**src/source/lpc_macros.svh**
```systemverilog
// lpc autocorrelation sizes
// lag count, block length, coefficient format and divider depth.
`ifndef LPC_MACROS_SVH
`define LPC_MACROS_SVH

// highest lag computed, lags 0..12 are produced.
`define LPC_MAX_LAG 12

// default samples per block.
`define LPC_BLOCK_SIZE 4096

// fraction bits of a q1.15 coefficient.
`define LPC_COEF_FRAC 15

// quotient bits produced per lag by the serial divider.
`define LPC_DIV_STEPS 16

`endif

```
**src/source/coef_bus_pkg.sv**
```systemverilog
// coefficient bank bus types
// q1.15 data word, bank address and port owner encoding.
`include "lpc_macros.svh"

package coef_bus_pkg;

    localparam int COEF_W      = `LPC_COEF_FRAC + 1;      // sign plus fraction.
    localparam int COEF_ADDR_W = $clog2(`LPC_MAX_LAG + 1);

    typedef logic signed [COEF_W-1:0] coef_t;
    typedef logic [COEF_ADDR_W-1:0]   coef_addr_t;

    typedef enum logic [1:0] {
        OWNER_NONE       = 2'd0,
        OWNER_HOST       = 2'd1,
        OWNER_NORMALIZER = 2'd2
    } bus_owner_t;

endpackage

```
**src/source/coef_bank.sv**
```systemverilog
// coefficient bank
// thirteen q1.15 registers behind one port with registered read.
`timescale 1ns/1ps
`include "lpc_macros.svh"

module coef_bank (
    input  logic                     iClock,
    input  logic                     rst,
    input  logic                     bank_en,
    input  logic                     bank_we,
    input  coef_bus_pkg::coef_addr_t bank_addr,
    input  coef_bus_pkg::coef_t      bank_wdata,
    output coef_bus_pkg::coef_t      bank_rdata
);

    coef_bus_pkg::coef_t coef_regs [0:`LPC_MAX_LAG];
    logic                addr_ok;

    assign addr_ok = bank_addr <= coef_bus_pkg::coef_addr_t'(`LPC_MAX_LAG);

    always_ff @(posedge iClock) begin
        if (rst) begin
            bank_rdata <= '0;
            for (int k = 0; k <= `LPC_MAX_LAG; k++) begin
                coef_regs[k] <= '0;
            end
        end else if (bank_en) begin
            if (bank_we) begin
                if (addr_ok) begin
                    coef_regs[bank_addr] <= bank_wdata;   // out of range writes are dropped.
                end
            end else begin
                bank_rdata <= addr_ok ? coef_regs[bank_addr] : '0;
            end
        end
    end

endmodule

```
**config.mk**
```make
export PLATFORM = sky130hd
export DESIGN_NAME = coef_bank
export DESIGN_NICKNAME = d
export VERILOG_FILES = /design/src/source/coef_bus_pkg.sv /design/src/source/coef_bank.sv
export VERILOG_INCLUDE_DIRS = /design/src /design/src/source
export SDC_FILE = /design/constraint.sdc
export NUM_CORES = 1
export LEC_CHECK = 0
export ABC_AREA = 1
export BUFFER_PORTS_ARGS = -buffer_cell sky130_fd_sc_hd__buf_4
export CORE_MARGIN = 2
export CORE_UTILIZATION = 42
export CTS_BUF_LIST = sky130_fd_sc_hd__clkbuf_16
export DETAILED_ROUTE_END_ITERATION = 8
export MAX_ROUTING_LAYER = met4
export SYNTH_ARGS = -nofsm -noshare
export SYNTH_HDL_FRONTEND = slang
export SYNTH_SLANG_ARGS = --single-unit
```
**constraint.sdc**
```tcl
create_clock -name iClock -period 3 [get_ports iClock]
set_input_delay 0.75 -clock iClock [delete_from_list [all_inputs] [get_ports iClock]]
set_output_delay 0.75 -clock iClock [all_outputs]
set_load 0.05 [all_outputs]
```
==> impl_metrics.ini, run 1 <==
[status]
run_status = completed

[setup_path]
crit_path_max_incr_delay_ns = 0.25
rrSetupSlack_ns = 1.67
slowest_stage = buf_12
worst_setup_path_end_kind = register
cp_top_family = buffers and inverters
path_common_cell = nand2_1
critical_path_required_ns = 3.48
cp.arrival_ns = 2.51
crit_fanout = 47
worstSetupPathType = primary input to register
path_cells = buf_4 > inv_4 > buf_12 > buf_12 > nand2_1 > nand2_1 > nand2_1 > nand2_1 > nand2_1 > nand2_1 > o21ai_0 > a21oi_1
worstSetupStartpointType = primary input
path_buf_inv = 4

[power_and_ir_drop]
pwr-share-seq = 0.502
p_per_area_nw_per_um2 = 619.2
pwr-share-clk = 0.412
power.total_mw = 8.858
sw_frac_of_total = 0.2358
combPwrFrac = 0.086
peakVddDrop_mv = 0.4563
p_switching_mw = 2.089
p_int_mw = 6.770
p_leak_nw = 6.357

[timing]
setup_tns_ns = 0
finalHoldViolCount = 0
slew-limit-headroom = 0.4819
final-setup-viol-count = 0
slew_viol_final = 0
worst_pin_slew_ns = 0.7763
period_minus_slack_ns = 2.033
grt_setup_unrepaired = no
min_period_over_period = 0.6776
skew_ns = 0.01163
maxClockFrequency_mhz = 491.9

[cells_and_area]
n_antenna_cell = 0
finalNetCount = 1450
drive_gt1_frac = 0.1021
syn_to_final_growth_pct = 15.42
stdcell_area_um2 = 14310

[grt]
grt_usage = 0.2244
overflow = 0
grt_max_degree = 65
grt_pass1_wl_um = 51120
grt_pass1_vias = 8814
antenna_found_initial = 0

[yosys]
ys_seq_area_frac = 0.6461
synth.distinct_cells = 21
synth_area_leader_cell = edfxtp_1
synthTopCellsByArea = edfxtp_1 62%, nand2_1 21%, nor2_1 6.4%
synth-seq-cells = 272
synthCells = 1348
syn-cell-area_um2 = 12390
syn_area_per_cell_um2 = 9.195
yosysTopAreaCellShare = 0.6202
yosysWarningCount = 0

[clock_network]
cts_tree = done
post_cts_buffers = 0
clk_latency_ns = 0.55
cts-resized-gates = 0
clockBufferDepth = 3
cts.sinks = 272
hold_buffers = 0
cts_root_buffer = clkbuf_16
htreeDepth = 1
path_clk_slew_ns = 0.06
numCtsBuffers = 30

[drt]
ant_nets = 0
vias = 8999
totalWireLength_um = 32970
drc = 0
avgRoutedWirePerCell_um = 17.99
first_pass_iters = 5
via_per_inst = 4.909
drt_iter0_markers = 948

[die]
start_util = 0.4295
ios = 40
row_count = 62
die_y_um = 175.8
die_x_um = 175.8
die-area_um2 = 30900
core-area_um2 = 28860

[worst_hold_path]
min_path_type = primary input to register

[place]
hpwlAfterDp_um = 21220
place_area_um2 = 13320
routabilityCongestion = 0.8478
numPortBuffers = 39

[flow_run]
cap_violations = 0
==> layout by cell type (no fill, tap or decap), drive strengths merged, types with 4 or more instances in the layout <==
cell    netlist  final
dfxtp        16     16
o21ai        16     16
nand3        10     10
clkbuf       32     31
nor2        215    215
conb          1     48
a21oi        17     17
buf          52     83
bufinv        0      4
clkinv        1     10
inv          23     33
edfxtp      256    256
nand2       708    708
==> power groups by stage <==
stage	logic [mW]	clock network [mW]	registers, mW
after floorplan	0.454	0	4.52
final	0.763	3.65	4.44
after CTS	0.766	3.70	4.44
after global placement	0.760	0	4.52
after detailed placement	0.761	0	4.52
after global routing	0.846	3.85	4.46
==> layer usage <==
metal | part of all wire | GRT usage
met1 | 0.42 | 0.2945
met2 | 0.47 | 0.3574
met3 | 0.066 | 0.03203
met4 | 0.038 | 0.08127
met5 | 0 | -
==> flip-flops by register name (all words and copies together) (netlist names) <==
signal      count
coef_regs     256
bank_rdata     16
==> path summary, 6_finish.rpt <==
check | depth (start not counted) | to | from
worst max-delay path | 12 | bank_rdata[5] | bank_addr[0]
worst min-delay path | 1 | coef_regs[14][7] | bank_wdata[7]
worst max register to register | 8 | bank_rdata[5] | coef_regs[5][5]
worst min register to register | 2 | bank_rdata[1] | bank_rdata[1]
==> Yosys cell counts <==
| cell | instances |
|---|---|
| nor2_4 | 2 |
| nor3_2 | 1 |
| clkinv_1 | 1 |
| nor2_8 | 1 |
| a21oi_2 | 1 |
| nand3_4 | 9 |
| conb_1 | 1 |
| nand2_1 | 708 |
| edfxtp_1 | 256 |
| nor2_2 | 1 |
| buf_2 | 40 |
| nor2_1 | 211 |
| inv_1 | 19 |
| nand3_2 | 1 |
| a21oi_1 | 16 |
| clkbuf_1 | 32 |
| o21ai_0 | 16 |
| dfxtp_1 | 16 |
| buf_4 | 2 |
| buf_6 | 10 |
| inv_2 | 4 |
==> cell families (layout without fill, tap and decap cells) <==
logic type,after synthesis,after routing,share of synthesized area
and+or+nand+nor,934,934,0.2966
other,1,48,0.0003026
AOI/OAI and AO/OA,33,33,0.01363
DFF,272,272,0.6461
buffers and inverters,108,162,0.04341
==> through the flow <==
| step | instances | util | hold slack, ns | setup WS, ns |
|---|---|---|---|---|
| final | 1833 | 0.4958 | 0.4000 | 0.9672 |
| after detailed placement | 1778 | 0.4617 | 0.4571 | 0.4271 |
| after floorplan | 1395 | - | 0.6900 | 0.5314 |
| after CTS | 1833 | 0.4958 | 0.3826 | 0.9888 |
| after global placement | 1778 | 0.4617 | 0.4608 | 0.4622 |
| after global routing | 1833 | 0.4958 | 0.3830 | 0.8633 |
==> cell type report <==
type,instances,area (um2)
sequential,272,8008
multi-input combinational,1015,4033
timing repair buffer,83,710.7
inverter,24,92.59
tap,384,480.5
clock buffer,31,775.7
fill,2684,14550
clock inverter,24,206.4
Note: power is estimated with default switching activity, not from simulation.
==> run 2: changes to the inputs <==
==> constraint.sdc (replaced) <==
create_clock -name iClock -period 1.7 [get_ports iClock]
set_input_delay 0.425 -clock iClock [delete_from_list [all_inputs] [get_ports iClock]]
set_output_delay 0.425 -clock iClock [all_outputs]
set_load 0.05 [all_outputs]
==> impl_metrics.ini, run 2 (synthesized netlist as in run 1, its figures left out) <==
[power_and_ir_drop]
p_switching_mw = 3.733
p_per_area_nw_per_um2 = 1027
peakVddDrop_mv = 0.8254
pwr-share-seq = 0.507
pwr-share-clk = 0.392
sw_frac_of_total = 0.2421
p_int_mw = 11.69
combPwrFrac = 0.101
p_leak_nw = 6.662

[place]
numPortBuffers = 39
dp.cells = 1821
pre_cts_ws_ns = -0.2142
routabilityCongestion = 0.8444
hpwlAfterDp_um = 22620

[setup_path]
worstReg2RegStart = coef_regs[9][11]
worstSetupStartpointType = register
reg2reg_to = bank_rdata[11]
slowest_stage = dfxtp_1
worstSetupPathType = register to output port
crit_path_max_incr_delay_ns = 0.45
cp.arrival_ns = 1.25
path_buf_inv = 1
worst_setup_path_end_kind = output port
critical_path_required_ns = 1.27
cp_top_family = flip-flops
rrSetupSlack_ns = 0.32
path_cells = buf_4
reg2reg_depth = 8
crit_fanout = 2

[status]
run_status = completed

[grt]
overflow = 0
grt_pass1_wl_um = 51480
grt_usage = 0.2271
antenna_found_initial = 0
grt_pass1_vias = 8767
grt_max_degree = 54

[drt]
ant_nets = 0
drc = 0
via_per_inst = 4.957
vias = 9305
totalWireLength_um = 33660
first_pass_iters = 5
drt_iter0_markers = 863
avgRoutedWirePerCell_um = 17.94

[die]
core-area_um2 = 28860
die_y_um = 175.8
ios = 40
die-area_um2 = 30900
die_x_um = 175.8
row_count = 62
start_util = 0.4295

[cells_and_area]
largest-register = coef_regs
n_antenna_cell = 0
final_cell_mix = 691 x nand2_1, 256 x edfxtp_1, 208 x nor2_1
fin_util = 0.5203
stdcell_count = 1877
largest_register_ffs = 256
nFillCells = 2655
syn_to_final_growth_pct = 21.15
drive_gt1_frac = 0.1360
finalNetCount = 1493
layout_commonest_cell = nand2_1
reg_top3 = coef_regs x256, bank_rdata x16

[timing]
finalHoldViolCount = 0
min_period_over_period = 0.9840
setup_tns_ns = 0
final-setup-viol-count = 0
skew_ns = 0.01280
fin_ws_ns = 0.02712
fin_hold_ws_ns = 0.07059
period_minus_slack_ns = 1.673
maxClockFrequency_mhz = 597.8
slew_viol_final = 0
grt_setup_unrepaired = no

[clock_network]
clockBufferDepth = 3
path_clk_slew_ns = 0.06
htreeDepth = 1
clk_latency_ns = 0.55
numCtsBuffers = 30
cts.sinks = 272
cts_tree = done
hold_buffers = 0
cts-resized-gates = 0
cts_root_buffer = clkbuf_16
post_cts_buffers = 0

[flow_run]
cap_violations = 0

[worst_hold_path]
holdPathStages = 1
min_path_type = primary input to register
worstHoldStart = bank_wdata[6]
hold_path_end = coef_regs[15][6]
-- run 2: area by class of cell --
class	count	area, um2	area share
Clock buffer	30	750.7	0.05000
Clock inverter	26	167.7	0.01117
Inverter	24	100.1	0.006666
Multi-Input combinational cell	1015	4275	0.2847
Sequential cell	272	8008	0.5333
Tap cell	384	480.5	0.03200
Timing Repair Buffer	126	1234	0.08216
-- run 2: power by group through the flow --
stage / clock, mW / combinational (mW) / sequential (mW)
6_report: 6.04 / 1.56 / 7.82
4_1_cts: 6.11 / 1.56 / 7.82
3_3_place_gp: 0 / 1.55 / 7.95
5_1_grt: 6.39 / 1.71 / 7.86
3_5_place_dp: 0 / 1.55 / 7.96
2_1_floorplan: 0 / 0.860 / 7.98
-- run 2: routing by layer --
| layer | routed length, um | up-vias | share of wire | track usage |
|---|---|---|---|---|
| met5 | 0 | - | 0 | - |
| met3 | 2289 | 51 | 0.068 | 0.03355 |
| met4 | 847 | 0 | 0.025 | 0.05992 |
| li1 | - | 4482 | - | - |
| met2 | 14730 | 340 | 0.44 | 0.3338 |
| met1 | 15800 | 4432 | 0.47 | 0.3308 |
-- run 2: through the flow --
stage | instance area, um2 | power, mW
floorplan | 12870 | 8.839
global placement | 14100 | 9.501
detailed placement | 14100 | 9.517
CTS | 15020 | 15.50
global route | 15020 | 15.95
finish | 15020 | 15.42
-- run 2: worst max-delay path by stage --
stage                         from              end  slack [ns]  cells after the start
CTS                 bank_rdata[13]   bank_rdata[13]        0.03                      1
finish              bank_rdata[13]   bank_rdata[13]        0.03                      1
global route        bank_rdata[13]   bank_rdata[13]        0.01                      1
global placement      bank_addr[0]   bank_rdata[11]       -0.21                     11
detailed placement    bank_addr[0]   bank_rdata[11]       -0.21                     11
floorplan             bank_addr[0]  coef_regs[1][0]       -0.09                      8
==> run 3: changes to the inputs <==
--- a/config.mk
+++ b/config.mk
@@ -13,6 +13,7 @@
 export CTS_BUF_LIST = sky130_fd_sc_hd__clkbuf_16
 export DETAILED_ROUTE_END_ITERATION = 8
 export MAX_ROUTING_LAYER = met4
+export SETUP_SLACK_MARGIN = 0.3
 export SYNTH_ARGS = -nofsm -noshare
 export SYNTH_HDL_FRONTEND = slang
 export SYNTH_SLANG_ARGS = --single-unit
==> impl_metrics.ini, run 3 (synthesized netlist as in run 1, its figures left out) <==
[status]
run_status = completed

[drt]
met3WireLength_um = 1426
drc = 0
drt_iter0_markers = 674
via_per_inst = 4.855
totalWireLength_um = 31520
wl_met2_um = 15790
top_layer_used = met4
first_pass_iters = 5
vias = 9088
avgRoutedWirePerCell_um = 16.84
wl_met1_um = 13520
ant_nets = 0

[cells_and_area]
largest_register_ffs = 256
stdcell_count = 1872
drive_gt1_frac = 0.1452
fin_util = 0.5214
final_cell_mix = 691 x nand2_1, 256 x edfxtp_1, 208 x nor2_1
reg_top3 = coef_regs x256, bank_rdata x16
n_antenna_cell = 0
nFillCells = 2684
syn_to_final_growth_pct = 21.39
layout_commonest_cell = nand2_1
largest-register = coef_regs
finalNetCount = 1491

[place]
pre_cts_ws_ns = -0.1974
hpwlAfterDp_um = 20950
dp.cells = 1813
routabilityCongestion = 0.8519
numPortBuffers = 39

[timing]
skew_ns = 0.01294
fin_ws_ns = 0.1993
maxClockFrequency_mhz = 666.3
min_period_over_period = 0.8828
period_minus_slack_ns = 1.501
grt_setup_unrepaired = yes
final-setup-viol-count = 0
slew_viol_final = 0
setup_tns_ns = 0
finalHoldViolCount = 0

[grt]
grt_pass1_wl_um = 49960
grt_pass1_vias = 8987
grt_usage = 0.2173
overflow = 0
grt_max_degree = 41
antenna_found_initial = 0

[clock_network]
cts.sinks = 272
hold_buffers = 0
clk_latency_ns = 0.54
numCtsBuffers = 28
cts_root_buffer = clkbuf_16
path_clk_slew_ns = 0.06
clockBufferDepth = 3
htreeDepth = 1
cts_tree = done

[power_and_ir_drop]
power.total_mw = 14.94
p_leak_nw = 6.623
peakVddDrop_mv = 0.8435
combPwrFrac = 0.103
pwr-share-clk = 0.374
p_int_mw = 11.34
p_per_area_nw_per_um2 = 993.0
sw_frac_of_total = 0.2410
p_switching_mw = 3.600
pwr-share-seq = 0.523

[setup_path]
crit_fanout = 2
path_cells = buf_8
cp.depth = 1
critical_path_required_ns = 1.27
path_buf_inv = 1
cp.arrival_ns = 1.08
slowest_stage = dfxtp_4
reg2reg_to = bank_rdata[12]
worstSetupPathType = register to output port
reg2reg_depth = 8
worstReg2RegStart = coef_regs[6][12]
crit_path_max_incr_delay_ns = 0.38
worst_setup_path_end_kind = output port
worstSetupStartpointType = register
cp_top_family = flip-flops
rrSetupSlack_ns = 0.43
startpoint = bank_rdata[10]
critPathCapture = bank_rdata[10]

[die]
ios = 40
start_util = 0.4295
core-area_um2 = 28860
die-area_um2 = 30900
die_y_um = 175.8
die_x_um = 175.8
row_count = 62

[worst_hold_path]
min_path_type = primary input to register
worstHoldStart = bank_wdata[13]

[flow_run]
cap_violations = 0
-- run 3: power groups by stage --
stage | Clock, mW | Combinational, mW | Sequential (mW)
2_1_floorplan | 0 | 0.872 | 7.98
3_3_place_gp | 0 | 1.49 | 7.95
3_5_place_dp | 0 | 1.50 | 7.96
4_1_cts | 5.68 | 1.53 | 7.82
5_1_grt | 5.99 | 1.70 | 7.85
6_report | 5.59 | 1.53 | 7.82
-- run 3: worst min path at each step --
stage          cells past startpoint                end
2_1_floorplan                      0   coef_regs[13][0]
5_1_grt                            1   coef_regs[13][0]
3_3_place_gp                       2     bank_rdata[12]
6_report                           1  coef_regs[14][13]
3_5_place_dp                       2      bank_rdata[3]
4_1_cts                            1  coef_regs[13][14]
-- run 3: area by class of cell --
class                   count  area (um2)  area share
flip-flops and latches    272        8043      0.5346
multi-input cells        1015        4275      0.2842
repair buffers            126        1316     0.08748
clock buffers              28       700.7     0.04657
well taps                 384       480.5     0.03193
clock inverters            23       130.1    0.008649
inverters                  24       100.1    0.006653
-- run 3: timing repair --
item	CTS	global route
gates resized for setup	52	4
setup buffers	0	8
setup endpoints to repair	16	18
-- run 3: layer usage --
| metal | GRT usage | up-vias |
|---|---|---|
| met5 | - | - |
| met4 | 0.06198 | 0 |
| met3 | 0.02251 | 53 |
| met2 | 0.3668 | 233 |
| met1 | 0.2799 | 4321 |
| li1 | - | 4481 |
-- run 3: metrics by stage --
stage	hold slack [ns]	instance area, um2
6_report	0.08332	15050
5_1_grt	0.05300	15050
4_1_cts	0.06364	14980
3_5_place_dp	0.4586	14000
3_3_place_gp	0.4560	14000
2_1_floorplan	0.5239	12910
